### config.mk
export PLATFORM = sky130hd
export DESIGN_NAME = qspi_subsys
export DESIGN_NICKNAME = d
export VERILOG_FILES = /design/src/qspi_pkg.sv /design/src/qspi_txn_if.sv /design/src/qspi_controller.sv /design/src/qspi_subsys.sv /design/src/wb_qspi_bridge.sv
export SDC_FILE = /design/constraint.sdc
export NUM_CORES = 1
export LEC_CHECK = 0
export BUFFER_PORTS_ARGS = -buffer_cell sky130_fd_sc_hd__buf_2
export CAP_MARGIN = 20
export CORE_ASPECT_RATIO = 2
export CORE_MARGIN = 2
export CORE_UTILIZATION = 58
export CTS_CLUSTER_DIAMETER = 100
export DETAILED_ROUTE_END_ITERATION = 10
export HOLD_SLACK_MARGIN = 0.06
export PLACE_DENSITY = 0.91
export SYNTH_ARGS = -nofsm -noshare
export SYNTH_HDL_FRONTEND = slang
export SYNTH_SLANG_ARGS = --single-unit
### constraint.sdc
create_clock -name clk -period 7.6 [get_ports clk]
set_input_delay 1.14 -clock clk [delete_from_list [all_inputs] [get_ports clk]]
set_output_delay 1.14 -clock clk [all_outputs]
set_load 0.02 [all_outputs]
### src/qspi_pkg.sv
/* Address map, QSPI command bytes, widths and timing constants
   shared by the QSPI memory subsystem */

package qspi_pkg;

   // Byte address across flash and both RAMs
   localparam int addr_bits = 25;

   // Address bits sent on the QSPI bus
   localparam int dev_addr_bits = 24;

   // One transaction byte and one bus word
   localparam int byte_bits = 8;
   localparam int word_bytes = 4;

   // Quad I/O command bytes sent serially on IO0
   localparam logic [byte_bits-1:0] cmd_quad_read = 8'hEB;
   localparam logic [byte_bits-1:0] cmd_quad_write = 8'h38;

   // Two mode nibbles followed by four dummy nibbles
   localparam int dummy_nibbles_read = 6;

   // Region bases with flash starting at zero
   localparam logic [addr_bits-1:0] ram_a_base = 25'h100_0000;
   localparam logic [addr_bits-1:0] ram_b_base = 25'h180_0000;

   // Minimum idle cycles before the same RAM is selected again
   localparam int reselect_gap = 2;

endpackage

### src/qspi_txn_if.sv
/* Byte transaction interface between the Wishbone bridge and the
   QSPI controller */
`timescale 1ns/1ns

interface qspi_txn_if
   import qspi_pkg::*;
();

   // Driven by the bridge
   logic [addr_bits-1:0] addr;
   logic [byte_bits-1:0] wdata;
   logic                 start_read;
   logic                 start_write;
   logic                 stop;

   // Driven by the controller
   logic [byte_bits-1:0] rdata;
   logic                 data_ready;
   logic                 data_req;
   logic                 busy;

   modport host (output addr, wdata, start_read, start_write, stop,
                 input rdata, data_ready, data_req, busy);

   modport ctrl (input addr, wdata, start_read, start_write, stop,
                 output rdata, data_ready, data_req, busy);

endinterface

### src/qspi_controller.sv
/* QSPI controller with command, address, dummy and data phases,
   read delay setting and RAM reselect spacing */
`timescale 1ns/1ns

module qspi_controller
   import qspi_pkg::*;
(
   input  logic       clk,
   input  logic       rstn,
   input  logic [3:0] spi_data_in,
   qspi_txn_if.ctrl   txn,
   output logic [3:0] spi_data_out,
   output logic [3:0] spi_data_oe,
   output logic       spi_clk_out,
   output logic       spi_flash_select,
   output logic       spi_ram_a_select,
   output logic       spi_ram_b_select
);

   typedef enum logic [2:0] {
      st_idle,
      st_cmd,
      st_addr,
      st_dummy,
      st_data
   } state_t;

   state_t                   state;
   logic                     is_writing;
   logic [2:0]               nib_left;
   logic [dev_addr_bits-1:0] addr_sr;
   logic [byte_bits-1:0]     data_sr;
   logic [byte_bits-1:0]     cmd_byte;
   logic [2:0]               delay_cfg;
   logic [2:0]               read_cnt;
   logic                     step;
   logic                     stop_pend;
   logic                     stop_now;
   logic                     is_ram;
   logic [1:0]               ram_req;
   logic [1:0]               ram_hold;
   logic [1:0]               ram_sel_n;
   logic [1:0]               gap_cnt [2];
   logic                     accept;

   // Top address bits pick the device
   assign is_ram   = txn.addr >= ram_a_base;
   assign ram_req  = {txn.addr >= ram_b_base, is_ram && (txn.addr < ram_b_base)};
   assign ram_hold = {gap_cnt[1] != 2'd0, gap_cnt[0] != 2'd0};
   assign accept   = (txn.start_read || txn.start_write) && !(|(ram_req & ram_hold));

   assign txn.busy  = state != st_idle;
   assign txn.rdata = data_sr;

   // A write stopped in the low clock phase finishes its nibble first
   assign stop_now = stop_pend || (txn.stop && !(is_writing && !spi_clk_out));

   // Reads advance on the delayed sample strobe and everything else on clock high
   assign step = (state == st_data && !is_writing) ? (read_cnt == 3'd0) : spi_clk_out;

   assign cmd_byte = is_writing ? cmd_quad_write : cmd_quad_read;

   always_ff @(posedge clk) begin
      if (!rstn) begin
         stop_pend <= 1'b0;
      end else begin
         stop_pend <= txn.stop && is_writing && !spi_clk_out;
      end
   end

   // Delay setting is sampled from the data pins while in reset
   always_ff @(posedge clk) begin
      if (!rstn) begin
         delay_cfg <= spi_data_in[2:0];
      end
   end

   always_ff @(posedge clk) begin
      if (!rstn || stop_now) begin
         state            <= st_idle;
         is_writing       <= 1'b0;
         nib_left         <= 3'd0;
         read_cnt         <= 3'd0;
         txn.data_ready   <= 1'b0;
         txn.data_req     <= 1'b0;
         spi_clk_out      <= 1'b1;
         spi_data_oe      <= 4'b0000;
         spi_flash_select <= 1'b1;
         spi_ram_a_select <= 1'b1;
         spi_ram_b_select <= 1'b1;
      end else begin
         txn.data_ready <= 1'b0;
         txn.data_req   <= 1'b0;
         if (state == st_idle) begin
            if (accept) begin
               state            <= st_cmd;
               // Flash only takes reads
               is_writing       <= txn.start_write && is_ram;
               nib_left         <= 3'd7;
               spi_data_oe      <= 4'b0001;
               spi_clk_out      <= 1'b0;
               spi_flash_select <= is_ram;
               spi_ram_a_select <= !ram_req[0];
               spi_ram_b_select <= !ram_req[1];
            end
         end else begin
            spi_clk_out <= !spi_clk_out;
            read_cnt    <= (read_cnt == 3'd0) ? 3'd1 : read_cnt - 3'd1;
            if (step) begin
               if (nib_left != 3'd0) begin
                  nib_left <= nib_left - 3'd1;
                  // Mode nibbles sent so the memory may drive next
                  if (state == st_dummy && nib_left == 3'(dummy_nibbles_read - 2)) begin
                     spi_data_oe <= 4'b0000;
                  end
                  // Ask for the next byte one cycle before it is loaded
                  if (state == st_data) begin
                     txn.data_req <= is_writing;
                  end
               end else begin
                  case (state)
                     st_cmd: begin
                        state       <= st_addr;
                        nib_left    <= 3'(dev_addr_bits / 4 - 1);
                        spi_data_oe <= 4'b1111;
                     end
                     st_addr: begin
                        if (is_writing) begin
                           state    <= st_data;
                           nib_left <= 3'(byte_bits / 4 - 1);
                        end else begin
                           state    <= st_dummy;
                           nib_left <= 3'(dummy_nibbles_read - 1);
                        end
                     end
                     st_dummy: begin
                        state    <= st_data;
                        nib_left <= 3'(byte_bits / 4 - 1);
                        read_cnt <= delay_cfg;
                     end
                     default: begin
                        nib_left       <= 3'(byte_bits / 4 - 1);
                        txn.data_ready <= !is_writing;
                     end
                  endcase
               end
            end
         end
      end
   end

   always_ff @(posedge clk) begin
      if (state == st_idle && accept) begin
         addr_sr <= txn.addr[dev_addr_bits-1:0];
      end else if (state == st_addr && spi_clk_out) begin
         addr_sr <= {addr_sr[dev_addr_bits-5:0], 4'b0000};
      end
   end

   // Shifts out write nibbles and collects read nibbles
   always_ff @(posedge clk) begin
      if (is_writing) begin
         if (spi_clk_out && (state == st_addr || state == st_data)) begin
            if (nib_left == 3'd0) begin
               data_sr <= txn.wdata;
            end else if (state == st_data) begin
               data_sr <= {data_sr[byte_bits-5:0], 4'b0000};
            end
         end
      end else if (state == st_data && read_cnt == 3'd0) begin
         data_sr <= {data_sr[byte_bits-5:0], spi_data_in};
      end
   end

   always_comb begin
      case (state)
         st_cmd:  spi_data_out = {3'b000, cmd_byte[nib_left]};
         st_addr: spi_data_out = addr_sr[dev_addr_bits-1:dev_addr_bits-4];
         st_data: spi_data_out = data_sr[byte_bits-1:byte_bits-4];
         default: spi_data_out = 4'b1111;
      endcase
   end

   // Each RAM stays deselected for reselect_gap cycles after a transfer
   assign ram_sel_n = {spi_ram_b_select, spi_ram_a_select};

   always_ff @(posedge clk) begin
      if (!rstn) begin
         gap_cnt[0] <= 2'd0;
         gap_cnt[1] <= 2'd0;
      end else begin
         for (int i = 0; i < 2; i++) begin
            if (!ram_sel_n[i]) begin
               gap_cnt[i] <= 2'(reselect_gap - 1);
            end else if (gap_cnt[i] != 2'd0) begin
               gap_cnt[i] <= gap_cnt[i] - 2'd1;
            end
         end
      end
   end

endmodule

### src/qspi_subsys.sv
/* QSPI memory subsystem top with the Wishbone bridge and the QSPI
   controller */
`timescale 1ns/1ns

module qspi_subsys
   import qspi_pkg::*;
(
   input  logic                            clk,
   input  logic                            rstn,

   // Wishbone classic slave
   input  logic                            wb_cyc,
   input  logic                            wb_stb,
   input  logic                            wb_we,
   input  logic [addr_bits-1:0]            wb_adr,
   input  logic [word_bytes*byte_bits-1:0] wb_dat_w,
   output logic [word_bytes*byte_bits-1:0] wb_dat_r,
   output logic                            wb_ack,

   // Shared QSPI bus with three selects
   input  logic [3:0]                      spi_data_in,
   output logic [3:0]                      spi_data_out,
   output logic [3:0]                      spi_data_oe,
   output logic                            spi_clk_out,
   output logic                            spi_flash_select,
   output logic                            spi_ram_a_select,
   output logic                            spi_ram_b_select
);

   qspi_txn_if txn ();

   wb_qspi_bridge u_bridge (
      .clk      (clk),
      .rstn     (rstn),
      .wb_cyc   (wb_cyc),
      .wb_stb   (wb_stb),
      .wb_we    (wb_we),
      .wb_adr   (wb_adr),
      .wb_dat_w (wb_dat_w),
      .wb_dat_r (wb_dat_r),
      .wb_ack   (wb_ack),
      .txn      (txn.host)
   );

   qspi_controller u_ctrl (
      .clk              (clk),
      .rstn             (rstn),
      .spi_data_in      (spi_data_in),
      .txn              (txn.ctrl),
      .spi_data_out     (spi_data_out),
      .spi_data_oe      (spi_data_oe),
      .spi_clk_out      (spi_clk_out),
      .spi_flash_select (spi_flash_select),
      .spi_ram_a_select (spi_ram_a_select),
      .spi_ram_b_select (spi_ram_b_select)
   );

endmodule

### src/wb_qspi_bridge.sv
/* Wishbone classic slave turning word accesses into four-byte QSPI
   bursts sent least significant byte first */
`timescale 1ns/1ns

module wb_qspi_bridge
   import qspi_pkg::*;
(
   input  logic                            clk,
   input  logic                            rstn,
   input  logic                            wb_cyc,
   input  logic                            wb_stb,
   input  logic                            wb_we,
   input  logic [addr_bits-1:0]            wb_adr,
   input  logic [word_bytes*byte_bits-1:0] wb_dat_w,
   output logic [word_bytes*byte_bits-1:0] wb_dat_r,
   output logic                            wb_ack,
   qspi_txn_if.host                        txn
);

   typedef enum logic [1:0] {
      st_idle,
      st_start,
      st_xfer,
      st_finish
   } state_t;

   state_t                          state;
   logic [1:0]                      byte_cnt;
   logic [word_bytes*byte_bits-1:0] word;
   logic                            start_sent;
   logic                            byte_done;
   logic                            abort;

   assign txn.addr  = wb_adr;
   assign txn.wdata = word[byte_bits-1:0];

   // Start repeats until the controller accepts it
   assign txn.start_read  = (state == st_start) && wb_cyc && !wb_we && !txn.busy;
   assign txn.start_write = (state == st_start) && wb_cyc && wb_we && !txn.busy;

   // Master gave up the cycle before the word was done
   assign abort    = !wb_cyc && (state == st_start || state == st_xfer);
   assign txn.stop = (state == st_finish) || abort;

   assign byte_done = wb_we ? txn.data_req : txn.data_ready;
   assign wb_dat_r  = word;
   assign wb_ack    = state == st_finish;

   always_ff @(posedge clk) begin
      if (!rstn) begin
         state      <= st_idle;
         byte_cnt   <= 2'd0;
         start_sent <= 1'b0;
      end else begin
         start_sent <= txn.start_read || txn.start_write;
         case (state)
            st_idle: begin
               byte_cnt <= 2'd0;
               if (wb_cyc && wb_stb) begin
                  // Flash writes are acknowledged and dropped
                  state <= (wb_we && wb_adr < ram_a_base) ? st_finish : st_start;
               end
            end
            st_start: begin
               if (!wb_cyc) begin
                  state <= st_idle;
               end else if (start_sent && txn.busy) begin
                  state <= st_xfer;
               end
            end
            st_xfer: begin
               if (!wb_cyc) begin
                  state <= st_idle;
               end else if (byte_done) begin
                  byte_cnt <= byte_cnt + 2'd1;
                  if (byte_cnt == 2'(word_bytes - 1)) begin
                     state <= st_finish;
                  end
               end
            end
            default: state <= st_idle;
         endcase
      end
   end

   // Read bytes enter at the top and write bytes leave at the bottom
   always_ff @(posedge clk) begin
      if (state == st_idle) begin
         word <= wb_dat_w;
      end else if (state == st_xfer && byte_done) begin
         word <= {txn.rdata, word[word_bytes*byte_bits-1:byte_bits]};
      end
   end

endmodule
==> metrics list, run 1 <==
- RSZ-0062 raised after global routing: false
- Relative to the synthesized area, the layout overhead comes to 22.8%.
* Slowest cell on the critical path: dfxtp_1
- Core area: 7600 sq um
* Min-delay src: u_ctrl.spi_data_oe[0]$_SDFFE_PP0P_
- For this design the static power due to leakage is between 2 and 2.5 nW.
- Startpoint of the worst setup timing path: u_ctrl.state[2]$_SDFFE_PP0P_
- Mapped Nets: 475
- Of the total synthesized cell area, the portion taken by AND, OR, NAND and NOR gates is 0.148.
- After layout, the minimum clock period comes to 3.09 ns.
- Setup TNS after final layout: 0 ns
- Summed over all layers, the global routing overflow is 0.
- STA classifies the critical path endpoint as an output port.
* Pin count of the biggest net entering global routing: 38
- Via count: 3533
* Hold Path Class: reg2reg
- The worst pin sits at a relative slew slack of 0.310.
- In this run the cell area of the synthesized design comes to between 4000 and 5000 sq um.
- In this design, the stage delay of the slowest critical-path cell is 0.63 ns.
* Fin crit share: 0.407
* Floorplan die width: 66.4 microns
- Hold violation total from the final report: 0
* Total Die Area: 8560 sq um
- The count of nets left with antenna violations once routing finished came out at 0.
- Power density over the cells: 406 nW/um^2
* Share of flip-flops with an asynchronous set or reset: 0
- Fraction of layout instances using a drive strength above 1: 0.343
- The via count of the first global-routing pass came to 3557.
- IO Port Bufs: 110
* Clock tree from TritonCTS: yes
- Counting the buffers created by CTS gives 9.
- The first detailed-routing pass ran for 4 iterations.
- Final net count: just under 600
- In this run the deepest clock path goes through 2 buffers.
- Postcts setup bufs: 0
- The tool flagged a number of max-cap violations equal to 0.
- Cell chosen for the clock root: clkbuf_16
- Max Freq: around 0.32 GHz
- Element type at the critical path start: register
- Iteration-0 DRC count of the detailed router: 250
- In this run the vertical extent of the chip is 129 microns.
- Post-CTS repair changed the size of 0 cells.
- The netlist uses 53 different library cells.
- Setup slack closes at 4.51 ns.
- Number of antenna violations at the first check in global routing: 0
- Fraction of the mapped netlist area in compound gates: 0.104
- Final max-slew violation count: 0
* Total of fill cells in the finished design: 533
- Clock-pin slew was measured on the worst setup and hold paths at 0.07 ns.
* Setup slack at placement: 4.44 ns
- Of all nets on the critical path, the largest fanout is 15.
- Counting flops with a built-in enable in the synthesized netlist gives 71.
- The synthesized design contains 95 register bits.
- Antenna cell count: 0
* Number of H-tree levels: 3
- Of the total synthesized cell area, the portion taken by full adders, half adders and majority gates is 0.0304.
* Worst skew pair latency: 0.34 ns
- # DRC: 0
- Data on the critical path is required at its endpoint by 6.46 ns.
* Most frequently used flop master after synthesis: edfxtp_1
- Mean Syn Cell Area: about 11 sq um
- Detail Placement HPWL: 7550 microns
- Gp weighted congestion: 0.924
- Dominant combinational cell family by area after synthesis: simple AND/OR/NAND/NOR gates
* Initial core utilization: 0.595
- For this run, the number of Yosys warnings is 0.
* DRT Wirelength: 10600 microns
- Of the total synthesized cell area, the portion taken by XOR and XNOR cells is 0.00194.
* Synthesized instance count: 398
- Global routing usage summed across all routing layers: 0.257
- Row generation in the floorplan step produced 45 rows.
- For this run, the register share of the synthesized area comes to 0.578.
- Arrival time reported for the critical path endpoint: 1.95 ns
* Startpoint of the most critical register-to-register path: u_ctrl.gap_cnt[0][0]$_SDFFCE_PP0P_
* Area taken by multi-input logic gates: 1780 sq um
- Across the VDD grid, the largest voltage drop is 0.000215 V.
* Count of clock tree sinks: 95
- In the routed layout, each cell is associated on average with a via count of 5.87.
* Status: finished clean
- Top-Level Pins: 111
* Category of the most critical setup path: reg2out
* Fraction of synthesized area in multiplexers: 0.101
- Transition time at the pin with the least slew margin: 1.04 ns
* Worst-path cell chain: inv_1 > nand2_1 > o22ai_1 > a21oi_1 > buf_2
- Registers take 2610 sq um.
- In this run, post-CTS hold repair placed 0 buffers.
- Wire length of the first global-routing pass: 16300 microns
- Worst Hold Slack: 0.495 ns
- In the final routed layout, each cell accounts on average for about 18 microns.
* Worst-case clock skew: 0.00640 ns
- Setup violations remaining at the end of the flow were counted as 0.
[layout make-up]
cell class / instances / area share
clock buffer: 9 / 0.0405
sequential: 95 / 0.470
inverter: 19 / 0.0128
timing repair buffer: 114 / 0.109
clock inverter: 7 / 0.0257
multi-input combinational: 264 / 0.320
tap: 94 / 0.0212
[power breakdown]
part | switching (W) | internal, W
sequential | 0.0000992 | 0.000766
combinational | 0.000523 | 0.000319
clock | 0.000194 | 0.000356
total | 0.000816 | 0.00144
[kinds of logic after synthesis]
logic type / Yosys count
and+or+nand+nor: 143
AOI/OAI and AO/OA: 68
DFF: 95
muxes: 41
adders and majority gates: 11
buffers and inverters: 39
xor gates and xnor gates: 1
[registers in the layout (all words and copies together), names as in the netlist, 2 cells and up]
name,count
u_ctrl.txn.rdata,8
u_ctrl.gap_cnt,4
u_bridge.wb_dat_r,32
u_ctrl.read_cnt,3
u_ctrl.addr_sr,24
u_ctrl.state,3
u_ctrl.spi_data_oe,2
u_ctrl.delay_cfg,3
u_bridge.state,2
u_ctrl.nib_left,3
u_bridge.byte_cnt,2
[cells in the mapped netlist (all sizes together), types with 2 or more instances]
library cell,count,area share
buf,9,0.012
a211oi,4,0.0066
o311a,2,0.0044
nand2,78,0.065
o22ai,10,0.015
nor2,13,0.011
o31ai,2,0.0033
o21ai,7,0.0077
inv,17,0.014
a311oi,2,0.0039
nand3,13,0.014
or3,2,0.0028
and2,8,0.011
a21oi,16,0.018
or4,2,0.0033
a22oi,2,0.0033
nor3b,2,0.0033
clkbuf,11,0.0091
nand2b,6,0.0083
nor4,2,0.0028
clkinv,2,0.0017
mux2,38,0.095
ha,11,0.030
a21o,2,0.0033
a22o,2,0.0039
o21a,3,0.0050
o211ai,4,0.0066
edfxtp,71,0.47
nor3,8,0.0089
mux2i,3,0.0066
o32ai,2,0.0039
o2bb2ai,4,0.0077
dfxtp,24,0.11
nor2b,3,0.0041
[worst max-delay path: cells and delay by family (launching register included)]
family | cells | cell delay [ns]
AND/OR/NAND/NOR | 1 | 0.25
buffers and inverters | 2 | 0.40
AO/OA/AOI/OAI | 2 | 0.33
flip-flops | 1 | 0.63
[per-stage QoR]
stage	total power, W	instance area (sq um)	util	cells
after floorplan	0.00143	4520	-	398
after global placement	0.00164	5150	0.677	584
after detailed placement	0.00168	5150	0.677	584
after CTS	0.00224	5510	0.725	600
after global routing	0.00237	5560	0.731	602
final	0.00226	5560	0.731	602
[final timing paths]
| kind | to | slack (ns) | cells past startpoint |
|---|---|---|---|
| min | u_ctrl.spi_data_oe[0]$_SDFFE_PP0P_ | 0.49 | 2 |
| max | spi_data_out[3] | 4.51 | 5 |
| max reg2reg | u_ctrl.nib_left[2]$_SDFFE_PP0P_ | 4.89 | 6 |
| min reg2reg | u_ctrl.spi_data_oe[0]$_SDFFE_PP0P_ | 0.49 | 2 |
[cell usage in the layout (no fill, tap or decap), types with 4 or more instances in the layout]
cell type,n
edfxtp_1,71
nor3_1,8
nand3_1,13
bufinv_16,4
nor2_1,12
nand2b_1,6
clkbuf_16,9
mux2_2,38
buf_2,110
inv_1,17
o211ai_1,4
nand2_1,78
o2bb2ai_1,4
and2_1,7
dfxtp_1,24
o21ai_0,7
o22ai_1,9
a21oi_1,16
ha_1,10
a211oi_1,4
[routing by layer]
layer,up-vias,share of wire,track usage
met2,165,0.56,0.479
met4,0,0.050,0.158
met3,40,0.052,0.0507
met1,1669,0.34,0.246
li1,1659,-,-
met5,-,0,0
Note: power is estimated with default switching activity, not from simulation.
==> run 2, diff against run 1 <==
Settings changed: CORE_UTILIZATION 58 to 53, PLACE_DENSITY 0.91 to 0.84.
Clock period 7.6 ns to 3.2 ns, I/O delays scaled along.
==> run 2 against run 1 <==
  * Clock skew is 0.0020 ns higher
  * Combinational power is 140% higher
  * Sequential share of layout area is 0.29 points higher
  * Clock power is 95% higher
  * Critical path type unchanged
  * Largest power group unchanged
==> metrics list, run 2 (synthesized netlist as in run 1, its figures left out) <==
* DRT Wirelength: 10300 microns
- Summed over all layers, the global routing overflow is 0.
- After clock tree synthesis, the clock-pin slew on the worst setup and hold paths is 0.06 ns.
- Status: finished clean
- In the final routed layout, each cell accounts on average for ~17 microns.
- Relative to the synthesized area, the layout overhead comes to 22.1%.
* Transition time at the pin with the least slew margin: between 0.6 and 0.7 ns
- The layout has 625 filler cells.
* Iteration-0 DRC count of the detailed router: 249
- Via count: 3425
- Initial core utilization: 0.545
- The wire-length estimate of the detail-placed layout is between 7000 and 8000 microns.
* Postcts setup bufs: 0
* Cell chosen for the clock root: clkbuf_16
- Hold violation total from the final report: 0
- Max Freq: about 0.43 GHz
* Min-delay src: spi_data_in[1]
- Static leakage: 2.32 nW
- Entering global routing, the biggest net connects 37 pins.
- Max-cap violations in this run came to 0.
* Floorplan die width: 69.3 microns
- Tracing the worst setup path back leads to its startpoint at u_ctrl.state[2]$_SDFFE_PP0P_.
- Iteration count of the initial detailed-routing pass: 4
- Total Die Area: 9330 sq um
- Via count of the first global-routing pass: 3385
* Antenna cell count: 0
- The number of clock buffers added by TritonCTS is 9.
- Worst Hold Slack: roughly 0.35 ns
- The setup check on the worst reg-to-reg path leaves a slack of 0.93 ns.
- The register with the most flip-flops in the layout has 32 of them.
* Count of hold buffers inserted by post-cts repair: 0
- The library cell used most frequently in the layout, excluding fill and tap cells, is buf_2.
- Setup repair after global routing left no endpoint under its margin.
* Worst VDD drop: between 0.0005 and 0.0006 V
- Along the worst path, the maximum fanout reaches 15.
- Final max-slew violation count: 0
* Startpoint of the most critical register-to-register path: u_ctrl.nib_left[0]$_SDFFE_PP0P_
- The clock reaches the later pin of the worst-skew pair after roughly 0.33 ns.
- Worst-case clock skew: ~0.0084 ns
- Measured against its own limit, the worst slew margin works out to 0.587.
- Global routing usage summed across all routing layers: 0.223
- Arrival time reported for the critical path endpoint: 1.87 ns
- Power density over the cells: 924 nW/um^2
- The routed design could run at a clock period as short as 2.35 ns.
- The number of antenna violations at the first check in global routing is 0.
- The worst setup path is captured at an output port.
- The clock passes through at most 2 buffers.
- Across the whole layout, storage elements account for between 2000 and 3000 sq um.
* Top-Level Pins: 111
* Non-filler instance count after layout: 611
- IO Port Bufs: 110
* Vertical extent of the die: between 100 and 150 microns
- The worst register-to-register path ends at u_ctrl.read_cnt[2]$_SDFFE_PP0N_.
- For the final routed database, the setup TNS stands at 0 ns.
- Total instance count after detailed placement: 594
- After clock tree synthesis, the repair step resized 0 gates.
* Endpoint, Worst Hold: u_ctrl.delay_cfg[1]$_DFFE_PN_
* # DRC: 0
- Summing all multi-input logic gate instances after layout gives approximately 1800 sq um.
- Critical path required time: approximately 2.7 ns
- In the final layout, the share of cells above drive strength 1 is 0.341.
- Gp weighted congestion: 0.813
- The tree built by TritonCTS fans out to 95 sinks.
* Average via count per standard cell: 5.61
* Worst hold path depth: 1
* Core area: just over 8000 sq um
* Count of cells along the worst register-to-register path: 6
- Final net count: 585
* Placement Rows: between 40 and 50
* Category of the most critical setup path: reg2out
- Number of H-tree levels: 3
- In the finished design, the share of the clock period the worst path needs comes to 0.734.
- The detail route stage leaves a number of antenna-violating nets equal to 0.
* Most frequent cells in the layout: buf_2 (110), nand2_1 (78), edfxtp_1 (71), mux2_2 (38), dfxtp_1 (24)
* Hold Path Class: in2reg
- Element type at the critical path start: register
- Clock tree from TritonCTS: yes
- Setup Viol. Count Final: 0
- Wire length of the first global-routing pass: 16400 microns
[run 2: worst max-delay path by stage]
stage,to,cells after the start,slack [ns]
after detailed placement,u_bridge.wb_dat_r[30]$_DFFE_PP_,3,0.94
after global placement,u_bridge.wb_dat_r[28]$_DFFE_PP_,3,1.04
after CTS,spi_data_out[3],5,0.87
after global routing,spi_data_out[0],5,0.67
after floorplan,u_ctrl.addr_sr[0]$_SDFFCE_PN0P_,3,0.05
final,spi_data_out[1],5,0.85
[run 2: where the power goes]
group	switching [W]	internal, W
sequential	0.000223	0.00182
clock	0.000425	0.000646
combinational	0.00123	0.000762
[run 2: routing by layer]
metal,GRT usage,vias up,share of wire
met1,0.241,1632,0.37
met2,0.421,101,0.57
met5,0,-,0
met4,0.0915,0,0.025
li1,-,1673,-
met3,0.0418,19,0.036
[run 2: final cells by class]
type,count,area share
flip-flops and latches,95,0.473
multi-input cells,264,0.322
repair buffers,119,0.116
clock buffers,13,0.0471
well taps,98,0.0222
inverters,19,0.0129
clock inverters,3,0.00748
[run 2: metrics by stage]
stage	total power, W	cell area (sq um)	util	setup slack, ns
floorplan	0.00340	4520	-	0.0465
global placement	0.00396	5190	0.626	1.04
detailed placement	0.00403	5190	0.626	0.944
CTS	0.00509	5500	0.663	0.869
global route	0.00537	5520	0.666	0.673
finish	0.00510	5520	0.666	0.852
[run 2: critical path, cell delays in order, from the launching register on]
cell and delay [ns]:
dfxtp_1 0.64, inv_1 0.15, nand2_1 0.24, o22ai_1 0.13, a21oi_1 0.19, buf_2 0.19
